===== src/lc3b_config.svh =====
`ifndef LC3B_CONFIG_SVH
`define LC3B_CONFIG_SVH

// first fetch address
`define LC3B_RESET_PC 16'h0000

`define LC3B_NUM_REGS 8

// br with nzp = 000
`define LC3B_NOP 16'h0000

`endif

===== src/lc3b_types.sv =====
`include "lc3b_config.svh"

package lc3b_types;

    typedef logic [15:0] lc3b_word;
    typedef logic [$clog2(`LC3B_NUM_REGS)-1:0] lc3b_reg;

    typedef enum logic [3:0] {
        op_br  = 4'b0000,
        op_add = 4'b0001,
        op_and = 4'b0101,
        op_ldr = 4'b0110,
        op_str = 4'b0111,
        op_not = 4'b1001
    } lc3b_opcode;

    typedef enum logic [1:0] {
        alu_add,
        alu_and,
        alu_not,
        alu_pass
    } lc3b_aluop;

    // operand source selects shared by forwarding and execute
    localparam logic [1:0] fwd_none = 2'd0;
    localparam logic [1:0] fwd_mem  = 2'd1;
    localparam logic [1:0] fwd_wb   = 2'd2;

    typedef struct packed {
        lc3b_opcode opcode;
        lc3b_aluop  aluop;
        logic       imm_sel;       // imm5 replaces sr2
        logic       uses_sr1;
        logic       uses_sr2;
        logic       load_regfile;
        logic       load_cc;
        logic       mem_read;
        logic       mem_write;
        logic       is_br;
        logic [2:0] nzp;
    } lc3b_control_word;

    typedef struct packed {
        lc3b_word pc;
        lc3b_word instruction;
    } if_id_t;

    typedef struct packed {
        lc3b_control_word ctrl;
        lc3b_reg          src1;
        lc3b_reg          src2;
        lc3b_reg          dest;
        lc3b_word         pc;
        lc3b_word         instruction;
        lc3b_word         src1_data;
        lc3b_word         src2_data;
    } id_ex_t;

    typedef struct packed {
        lc3b_control_word ctrl;
        lc3b_reg          dest;
        lc3b_word         pc_br;
        lc3b_word         alu;
        lc3b_word         store_data;
    } ex_mem_t;

    typedef struct packed {
        lc3b_control_word ctrl;
        lc3b_reg          dest;
        lc3b_word         dest_data;
    } mem_wb_t;

endpackage


===== src/cpu_datapath.sv =====
`timescale 1ns/1ps

module cpu_datapath import lc3b_types::*; (
    input  logic       clk,
    input  logic       rst_n,

    // port A, instruction reads
    input  logic       resp_a,
    input  lc3b_word   rdata_a,
    output logic       read_a,
    output logic       write_a,
    output logic [1:0] wmask_a,
    output lc3b_word   address_a,
    output lc3b_word   wdata_a,

    // port B, loads and stores
    input  logic       resp_b,
    input  lc3b_word   rdata_b,
    output logic       read_b,
    output logic       write_b,
    output logic [1:0] wmask_b,
    output lc3b_word   address_b,
    output lc3b_word   wdata_b
);

    if_id_t     if_out;
    if_id_t     if_id;
    id_ex_t     id_out;
    id_ex_t     id_ex;
    ex_mem_t    ex_out;
    ex_mem_t    ex_mem;
    mem_wb_t    mem_out;
    mem_wb_t    mem_wb;
    lc3b_word   pc_br;
    logic       flush;
    logic       stall_mem;
    logic       stall_fwd;
    logic       stall_fetch;
    logic       front_load;
    logic       if_id_flush;
    logic [1:0] fwd_a;
    logic [1:0] fwd_b;

    assign wmask_a = 2'b11;
    assign write_a = 1'b0;
    assign wdata_a = '0;

    assign front_load  = !stall_mem && !stall_fwd;
    assign if_id_flush = flush || (stall_fetch && front_load);  // nop while fetch waits

    fetch_stage i_fetch (
        .clk         (clk),
        .rst_n       (rst_n),
        .stall       (stall_mem || stall_fwd),
        .flush       (flush),
        .pc_br       (pc_br),
        .resp_a      (resp_a),
        .rdata_a     (rdata_a),
        .read_a      (read_a),
        .address_a   (address_a),
        .if_out      (if_out),
        .stall_fetch (stall_fetch)
    );

    stage_reg #(.T(if_id_t)) i_if_id_reg (
        .clk   (clk),
        .rst_n (rst_n),
        .load  (front_load),
        .flush (if_id_flush),
        .d     (if_out),
        .q     (if_id)
    );

    decode_stage i_decode (
        .clk   (clk),
        .rst_n (rst_n),
        .in    (if_id),
        .wb    (mem_wb),
        .out   (id_out)
    );

    stage_reg #(.T(id_ex_t)) i_id_ex_reg (
        .clk   (clk),
        .rst_n (rst_n),
        .load  (front_load),
        .flush (flush),
        .d     (id_out),
        .q     (id_ex)
    );

    forwarding_unit i_forwarding (
        .clk       (clk),
        .rst_n     (rst_n),
        .id_ex     (id_ex),
        .ex_mem    (ex_mem),
        .mem_wb    (mem_wb),
        .fwd_a     (fwd_a),
        .fwd_b     (fwd_b),
        .stall_fwd (stall_fwd)
    );

    execute_stage i_execute (
        .in      (id_ex),
        .fwd_a   (fwd_a),
        .fwd_b   (fwd_b),
        .mem_fwd (ex_mem.alu),
        .wb_fwd  (mem_wb.dest_data),
        .bubble  (stall_fwd),
        .out     (ex_out)
    );

    stage_reg #(.T(ex_mem_t)) i_ex_mem_reg (
        .clk   (clk),
        .rst_n (rst_n),
        .load  (!stall_mem),
        .flush (flush),
        .d     (ex_out),
        .q     (ex_mem)
    );

    mem_stage i_mem (
        .clk       (clk),
        .rst_n     (rst_n),
        .in        (ex_mem),
        .resp_b    (resp_b),
        .rdata_b   (rdata_b),
        .read_b    (read_b),
        .write_b   (write_b),
        .wmask_b   (wmask_b),
        .address_b (address_b),
        .wdata_b   (wdata_b),
        .out       (mem_out),
        .pc_br     (pc_br),
        .flush     (flush),
        .stall_mem (stall_mem)
    );

    // holds during a memory stall so WB forwarding stays valid for the held EX operand
    stage_reg #(.T(mem_wb_t)) i_mem_wb_reg (
        .clk   (clk),
        .rst_n (rst_n),
        .load  (!stall_mem),
        .flush (1'b0),
        .d     (mem_out),
        .q     (mem_wb)
    );

endmodule


===== src/mem_stage.sv =====
`timescale 1ns/1ps

module mem_stage import lc3b_types::*; (
    input  logic       clk,
    input  logic       rst_n,
    input  ex_mem_t    in,
    input  logic       resp_b,
    input  lc3b_word   rdata_b,
    output logic       read_b,
    output logic       write_b,
    output logic [1:0] wmask_b,
    output lc3b_word   address_b,
    output lc3b_word   wdata_b,
    output mem_wb_t    out,
    output lc3b_word   pc_br,
    output logic       flush,
    output logic       stall_mem
);

    logic [2:0] cc;
    logic [2:0] cc_next;
    logic       resp_q;
    logic       mem_op;

    assign mem_op    = in.ctrl.mem_read || in.ctrl.mem_write;
    assign read_b    = in.ctrl.mem_read && !resp_q;     // idle one cycle after each resp
    assign write_b   = in.ctrl.mem_write && !resp_q;
    assign wmask_b   = 2'b11;
    assign address_b = in.alu;
    assign wdata_b   = in.store_data;
    assign stall_mem = mem_op && !resp_b;

    assign pc_br = in.pc_br;
    assign flush = in.ctrl.is_br && |(in.ctrl.nzp & cc);

    always_comb begin
        out.ctrl      = in.ctrl;
        out.dest      = in.dest;
        out.dest_data = in.ctrl.mem_read ? rdata_b : in.alu;
    end

    always_comb begin
        cc_next[2] = out.dest_data[15];
        cc_next[1] = out.dest_data == '0;
        cc_next[0] = !out.dest_data[15] && out.dest_data != '0;
    end

    always_ff @(posedge clk or negedge rst_n) begin
        if (!rst_n) begin
            resp_q <= 1'b0;
            cc     <= 3'b010;
        end else begin
            resp_q <= resp_b;
            if (in.ctrl.load_cc && !stall_mem) begin
                cc <= cc_next;
            end
        end
    end

    assert property (@(posedge clk) disable iff (!rst_n) !(read_b && write_b))
        else $error("mem_stage: read_b and write_b together");

    assert property (@(posedge clk) disable iff (!rst_n) !(flush && stall_mem))
        else $error("mem_stage: flush during memory stall");

endmodule


===== src/forwarding_unit.sv =====
`timescale 1ns/1ps

module forwarding_unit import lc3b_types::*; (
    input  logic       clk,
    input  logic       rst_n,
    input  id_ex_t     id_ex,
    input  ex_mem_t    ex_mem,
    input  mem_wb_t    mem_wb,
    output logic [1:0] fwd_a,
    output logic [1:0] fwd_b,
    output logic       stall_fwd
);

    logic hit_a;
    logic hit_b;

    function automatic logic [1:0] pick(logic used, lc3b_reg src, ex_mem_t m, mem_wb_t w);
        // load data is not ready in EX/MEM, it only comes back through MEM/WB
        if (used && m.ctrl.load_regfile && !m.ctrl.mem_read && m.dest == src) begin
            return fwd_mem;
        end
        if (used && w.ctrl.load_regfile && w.dest == src) begin
            return fwd_wb;
        end
        return fwd_none;
    endfunction

    assign fwd_a = pick(id_ex.ctrl.uses_sr1, id_ex.src1, ex_mem, mem_wb);
    assign fwd_b = pick(id_ex.ctrl.uses_sr2, id_ex.src2, ex_mem, mem_wb);

    assign hit_a     = id_ex.ctrl.uses_sr1 && ex_mem.dest == id_ex.src1;
    assign hit_b     = id_ex.ctrl.uses_sr2 && ex_mem.dest == id_ex.src2;
    assign stall_fwd = ex_mem.ctrl.mem_read && (hit_a || hit_b);

    // one bubble per load-use, longer only while the load waits on port B
    assert property (@(posedge clk) disable iff (!rst_n)
        stall_fwd |=> !stall_fwd || $stable(ex_mem))
        else $error("forwarding_unit: load-use stall repeated");

endmodule


===== src/execute_stage.sv =====
`timescale 1ns/1ps

module execute_stage import lc3b_types::*; (
    input  id_ex_t     in,
    input  logic [1:0] fwd_a,
    input  logic [1:0] fwd_b,
    input  lc3b_word   mem_fwd,
    input  lc3b_word   wb_fwd,
    input  logic       bubble,
    output ex_mem_t    out
);

    lc3b_word op_a;
    lc3b_word op_b;
    lc3b_word alu_b;
    lc3b_word alu_res;
    lc3b_word imm5;
    lc3b_word offset6;
    lc3b_word offset9;

    function automatic lc3b_word operand(logic [1:0] sel, lc3b_word rf, lc3b_word m,
                                         lc3b_word w);
        case (sel)
            fwd_mem: return m;
            fwd_wb:  return w;
            default: return rf;
        endcase
    endfunction

    assign imm5    = {{11{in.instruction[4]}}, in.instruction[4:0]};
    assign offset6 = {{10{in.instruction[5]}}, in.instruction[5:0]};
    assign offset9 = {{7{in.instruction[8]}}, in.instruction[8:0]};

    assign op_a  = operand(fwd_a, in.src1_data, mem_fwd, wb_fwd);
    assign op_b  = operand(fwd_b, in.src2_data, mem_fwd, wb_fwd);
    assign alu_b = in.ctrl.imm_sel ? imm5 : op_b;

    always_comb begin
        case (in.ctrl.aluop)
            alu_add: alu_res = op_a + alu_b;
            alu_and: alu_res = op_a & alu_b;
            alu_not: alu_res = ~op_a;
            default: alu_res = op_a;
        endcase
    end

    always_comb begin
        if (bubble) begin
            out.ctrl = '0;      // load-use hold, the instruction stays in ID/EX
        end else begin
            out.ctrl = in.ctrl;
        end
        out.dest  = in.dest;
        out.pc_br = in.pc + {offset9[14:0], 1'b0};
        if (in.ctrl.mem_read || in.ctrl.mem_write) begin
            out.alu = op_a + {offset6[14:0], 1'b0};     // word-scaled offset
        end else begin
            out.alu = alu_res;
        end
        out.store_data = op_b;
    end

endmodule


===== src/decode_stage.sv =====
`timescale 1ns/1ps
`include "lc3b_config.svh"

module decode_stage import lc3b_types::*; (
    input  logic    clk,
    input  logic    rst_n,
    input  if_id_t  in,
    input  mem_wb_t wb,
    output id_ex_t  out
);

    lc3b_word         regs [`LC3B_NUM_REGS];
    lc3b_word         inst;
    lc3b_control_word ctrl;
    lc3b_reg          src1;
    lc3b_reg          src2;
    lc3b_word         src1_data;
    lc3b_word         src2_data;

    assign inst = in.instruction;
    assign src1 = inst[8:6];
    assign src2 = (inst[15:12] == op_str) ? inst[11:9] : inst[2:0];    // str data on sr2

    always_comb begin
        ctrl = '0;
        case (inst[15:12])
            op_add: begin
                ctrl.opcode       = op_add;
                ctrl.aluop        = alu_add;
                ctrl.imm_sel      = inst[5];
                ctrl.uses_sr1     = 1'b1;
                ctrl.uses_sr2     = !inst[5];
                ctrl.load_regfile = 1'b1;
                ctrl.load_cc      = 1'b1;
            end
            op_and: begin
                ctrl.opcode       = op_and;
                ctrl.aluop        = alu_and;
                ctrl.imm_sel      = inst[5];
                ctrl.uses_sr1     = 1'b1;
                ctrl.uses_sr2     = !inst[5];
                ctrl.load_regfile = 1'b1;
                ctrl.load_cc      = 1'b1;
            end
            op_not: begin
                ctrl.opcode       = op_not;
                ctrl.aluop        = alu_not;
                ctrl.uses_sr1     = 1'b1;
                ctrl.load_regfile = 1'b1;
                ctrl.load_cc      = 1'b1;
            end
            op_ldr: begin
                ctrl.opcode       = op_ldr;
                ctrl.aluop        = alu_add;
                ctrl.uses_sr1     = 1'b1;
                ctrl.load_regfile = 1'b1;
                ctrl.load_cc      = 1'b1;
                ctrl.mem_read     = 1'b1;
            end
            op_str: begin
                ctrl.opcode    = op_str;
                ctrl.aluop     = alu_add;
                ctrl.uses_sr1  = 1'b1;
                ctrl.uses_sr2  = 1'b1;
                ctrl.mem_write = 1'b1;
            end
            op_br: begin
                ctrl.opcode = op_br;
                ctrl.aluop  = alu_pass;
                ctrl.is_br  = |inst[11:9];  // nzp 000 is a nop
                ctrl.nzp    = inst[11:9];
            end
            default: begin
                ctrl.aluop = alu_pass;      // unsupported opcodes retire as nops
            end
        endcase
    end

    // same-cycle writeback is visible to the read ports
    assign src1_data = (wb.ctrl.load_regfile && wb.dest == src1) ? wb.dest_data : regs[src1];
    assign src2_data = (wb.ctrl.load_regfile && wb.dest == src2) ? wb.dest_data : regs[src2];

    always_ff @(posedge clk or negedge rst_n) begin
        if (!rst_n) begin
            for (int i = 0; i < `LC3B_NUM_REGS; i++) begin
                regs[i] <= '0;
            end
        end else if (wb.ctrl.load_regfile) begin
            regs[wb.dest] <= wb.dest_data;
        end
    end

    always_comb begin
        out.ctrl        = ctrl;
        out.src1        = src1;
        out.src2        = src2;
        out.dest        = inst[11:9];
        out.pc          = in.pc;
        out.instruction = inst;
        out.src1_data   = src1_data;
        out.src2_data   = src2_data;
    end

endmodule


===== src/fetch_stage.sv =====
`timescale 1ns/1ps
`include "lc3b_config.svh"

module fetch_stage import lc3b_types::*; (
    input  logic     clk,
    input  logic     rst_n,
    input  logic     stall,
    input  logic     flush,
    input  lc3b_word pc_br,
    input  logic     resp_a,
    input  lc3b_word rdata_a,
    output logic     read_a,
    output lc3b_word address_a,
    output if_id_t   if_out,
    output logic     stall_fetch
);

    lc3b_word pc;           // address of the word being fetched
    logic     drop;         // read in flight belongs to a squashed path
    logic     held;
    lc3b_word held_inst;
    logic     avail;
    logic     accept;

    assign avail       = held || (read_a && resp_a && !drop);
    assign accept      = avail && !stall && !flush;
    assign stall_fetch = !avail;

    always_comb begin
        if_out.pc = pc + 16'd2;     // lc3b pc already points past the word
        if (avail) begin
            if_out.instruction = held ? held_inst : rdata_a;
        end else begin
            if_out.instruction = `LC3B_NOP;
        end
    end

    always_ff @(posedge clk or negedge rst_n) begin
        if (!rst_n) begin
            pc        <= `LC3B_RESET_PC;
            address_a <= `LC3B_RESET_PC;
            read_a    <= 1'b0;
            drop      <= 1'b0;
            held      <= 1'b0;
        end else begin
            if (read_a && resp_a) begin
                read_a <= 1'b0;
                drop   <= 1'b0;
            end else if (!read_a && !held && !flush) begin
                read_a    <= 1'b1;
                address_a <= pc;
            end

            if (flush) begin
                pc   <= pc_br;
                held <= 1'b0;
                if (read_a && !resp_a) begin
                    drop <= 1'b1;   // wait out the old read, discard its data
                end
            end else if (accept) begin
                pc   <= pc + 16'd2;
                held <= 1'b0;
            end else if (avail) begin
                held <= 1'b1;       // pipeline held, park the word
            end
        end
    end

    always_ff @(posedge clk) begin
        if (read_a && resp_a) begin
            held_inst <= rdata_a;
        end
    end

    assert property (@(posedge clk) disable iff (!rst_n)
        read_a && !resp_a |=> read_a && $stable(address_a))
        else $error("fetch_stage: port A request changed before resp_a");

endmodule


===== src/stage_reg.sv =====
`timescale 1ns/1ps

module stage_reg #(
    parameter type T = logic
) (
    input  logic clk,
    input  logic rst_n,
    input  logic load,
    input  logic flush,
    input  T     d,
    output T     q
);

    always_ff @(posedge clk or negedge rst_n) begin
        if (!rst_n) begin
            q <= '0;
        end else if (flush) begin
            q <= '0;    // zero payload decodes as a nop
        end else if (load) begin
            q <= d;
        end
    end

    assert property (@(posedge clk) disable iff (!rst_n)
        load && !flush |-> !$isunknown(d))
        else $error("stage_reg: unknown payload loaded");

endmodule


===== config.mk =====
export PLATFORM = sky130hd
export DESIGN_NAME = cpu_datapath
export DESIGN_NICKNAME = d
export VERILOG_FILES = /design/src/lc3b_types.sv /design/src/cpu_datapath.sv /design/src/mem_stage.sv /design/src/forwarding_unit.sv /design/src/execute_stage.sv /design/src/decode_stage.sv /design/src/fetch_stage.sv /design/src/stage_reg.sv
export VERILOG_INCLUDE_DIRS = /design/src /design/src/src
export SDC_FILE = /design/constraint.sdc
export NUM_CORES = 1
export LEC_CHECK = 0
export BUFFER_PORTS_ARGS = -buffer_cell sky130_fd_sc_hd__buf_4
export CORE_ASPECT_RATIO = 0.9
export CORE_MARGIN = 2
export CORE_UTILIZATION = 45
export DETAILED_ROUTE_END_ITERATION = 16
export SLEW_MARGIN = 40
export SYNTH_ARGS = -nofsm -noshare
export SYNTH_HDL_FRONTEND = slang
export SYNTH_HIERARCHICAL = 1
export SYNTH_SLANG_ARGS = --single-unit

===== constraint.sdc =====
create_clock -name clk -period 8.4 [get_ports clk]
set_input_delay 0.42 -clock clk [delete_from_list [all_inputs] [get_ports clk]]
set_output_delay 0.42 -clock clk [all_outputs]
set_load 0.005 [all_outputs]

==> impl_results.md <==
* Status: finished clean
* Final estimated routing congestion in global placement at 0.917
* Routed via count at 17300
* Total count of hold-check failures in the final report at 0
* Unrepaired setup endpoints after global routing: no
* Max-slew violation total from the final report at 0
* Final Routed Wirelength at 64700 um
* Wire length of the first global-routing pass at 101000 um
* Via count of the first global-routing pass at 17000
* Number of I/O port buffers at 86
* Number of search-and-repair iterations in the first detailed-routing pass at 6
* Initial antenna violation count at 0
* TritonCTS clock tree: yes
* Required time at the worst-slack endpoint at 8890 ps
* I/O pin cnt at 108
* Static power due to leakage at 0.0123 uW
* Worst path cell trace: xor2_1 -> nor4_2 -> o21a_1 -> inv_1 -> ha_1 -> a22oi_1 -> o21ai_0 -> mux2_2 -> ha_1 -> fa_1 -> a21oi_1 -> o21ai_1 -> o221a_1 -> o21ai_1 -> nand2b_1 -> o21ai_0 -> mux2_1 -> a32oi_1 -> mux2i_1 -> nor2_1
* Period Utilization, post-route at 61.1%
* Largest voltage drop on the vdd net at 0.165 mV
* Number of diodes at 0
* Category of the worst setup path launch point: register
* Delay of the slowest critical-path stage at 730 ps
* Buffer cell driving the clock tree root: clkbuf_16
* Number of gates resized after cts at 0
* Relative slew slack at 38.2%
* Instance area at placement at 24000 sq um
* Post-CTS repair timing setup buffer count at 0
* Largest fanout of any net on the critical path at 16
* Worst min-delay path class: in2reg
* Clock input transition at the sequential cells of the worst setup and hold paths at 60 ps
* Total number of yosys warnings at 6
* Setup tns final at 0 ps
* Largest net degree at the start of global routing at 170
* Data arrival time of the critical path at 5620 ps
* Most common cell after layout, fill and taps aside: dfrtp_1
* H-tree levels at 2
* Detail-routed via count per cell at 5.79
* CTS Hold Buffers Added at 2
* Top library cells by usage in the layout, fill and taps aside: dfrtp_1 (350), mux2i_1 (280), nor2_1 (269)
* Num CTS Buffers at 42
* Average size of a mapped cell at 10.1 sq um
* Design Power at 5810 uW
* Total congestion overflow at 0
* Fraction of final layout cells with drive strength greater than 1 at 18.7%
* Total global-route track usage at 23.5%
* Nature of the critical path endpoint: register
* Total power density per cell area at 228 nW/um^2
* Area of the die at 55000 sq um
* DR DRC count at 0
* Count of mapped cells out of synthesis at 2362
* Clk buf depth at 3
* Post-layout utilization of the core at 48.3%
* Number of placement rows at 80
* Min Clock Period, post-route at 5140 ps
* Starting utilization of the core area at 45.3%
* Area growth from synthesis to final layout at 6.53%
* Highest attainable clock frequency at 195 MHz
* Number of antenna-violating nets in the routed design at 0
* Post-synthesis cell area at 23900 sq um
* Clock Sinks at 373
* Clock insertion delay at the later pin of the skew report at 570 ps
* Post-route standard cell area excluding fillers at 25500 sq um
* Critical path class: reg2reg
* Overall die height at 223 um
* Final number of setup-violating endpoints at 0
* Worst setup skew after layout at 21.0 ps
* Worst Tran Pin Value at 926 ps
* Nets at 2357
* Average wire per standard cell at 21.6 um
* DP Wirelength at 42500 um
* Die span in x at 247 um
* Core footprint at 52800 sq um
* Max cap viols at 0
* DRC violation total after the first TritonRoute iteration at 1362
* Critical path's slowest cell: dfrtp_1
## cell type report
class                           count  area [sq um]
Multi-Input combinational cell   1681         12600
Clock buffer                       61          1220
Timing Repair Buffer              125          1050
Fill cell                        4867         27300
Sequential cell                   373          9420
Clock inverter                     11           123
Tap cell                          697           872
Inverter                           46           175
## metrics by stage
step	cells	hold WS [ps]	setup WS, ps
after floorplan	2381	124	4110
after global placement	2912	470	3180
after detailed placement	2918	480	3150
after CTS	2992	21.9	3100
after global routing	2994	27.6	2850
final	2994	49.2	3260
## final timing paths
| path | from | end | slack [ps] | cells after the start |
|---|---|---|---|---|
| worst max-delay path | i_mem_wb_reg/q[18] | i_ex_mem_reg/q[30] | 3260 | 20 |
| worst min-delay path | rdata_a[5] | i_fetch/held_inst[5] | 50 | 1 |
| worst max register to register | i_mem_wb_reg/q[18] | i_ex_mem_reg/q[30] | 3260 | 20 |
| worst min register to register | i_fetch/address_a[15] | i_fetch/address_a[15] | 490 | 1 |
| max in group asynchronous | rst_n | i_id_ex_reg/q[83] | 6640 | 4 |
| min in group asynchronous | rst_n | i_decode/regs[21] | 320 | 2 |
## per-layer routing
layer	share of wire, %	track usage (%)
met2	45	36.0
met3	6.3	3.93
met5	0	0
met4	2.3	6.96
met1	46	34.2
## critical path: cells and delay by family (launching register included)
| family | cells | cell delay [ps] |
|---|---|---|
| AO/OA/AOI/OAI | 9 | 1670 |
| adder cells (fa/ha/maj) | 3 | 1140 |
| multiplexers | 3 | 750 |
| flip-flops | 1 | 730 |
| AND/OR/NAND/NOR | 3 | 570 |
| XOR/XNOR | 1 | 150 |
| buffers and inverters | 1 | 60 |
## where the power goes
group	switching, uW	internal [uW]
Combinational	801	706
Sequential	379	2100
Clock	756	1070
Total	1940	3880
## registers in the layout (all words and copies together), names as in the netlist, named ones only
signal / count
i_decode/regs: 128
i_fetch/pc: 16
i_fetch/held: 1
i_if_id_reg/q: 32
i_mem/cc: 3
i_id_ex_reg/q: 79
i_fetch/address_a: 16
i_ex_mem_reg/q: 59
i_mem/resp_q: 1
i_mem_wb_reg/q: 20
i_fetch/read_a: 1
i_fetch/held_inst: 16
Power figures use the tool's default switching activity.
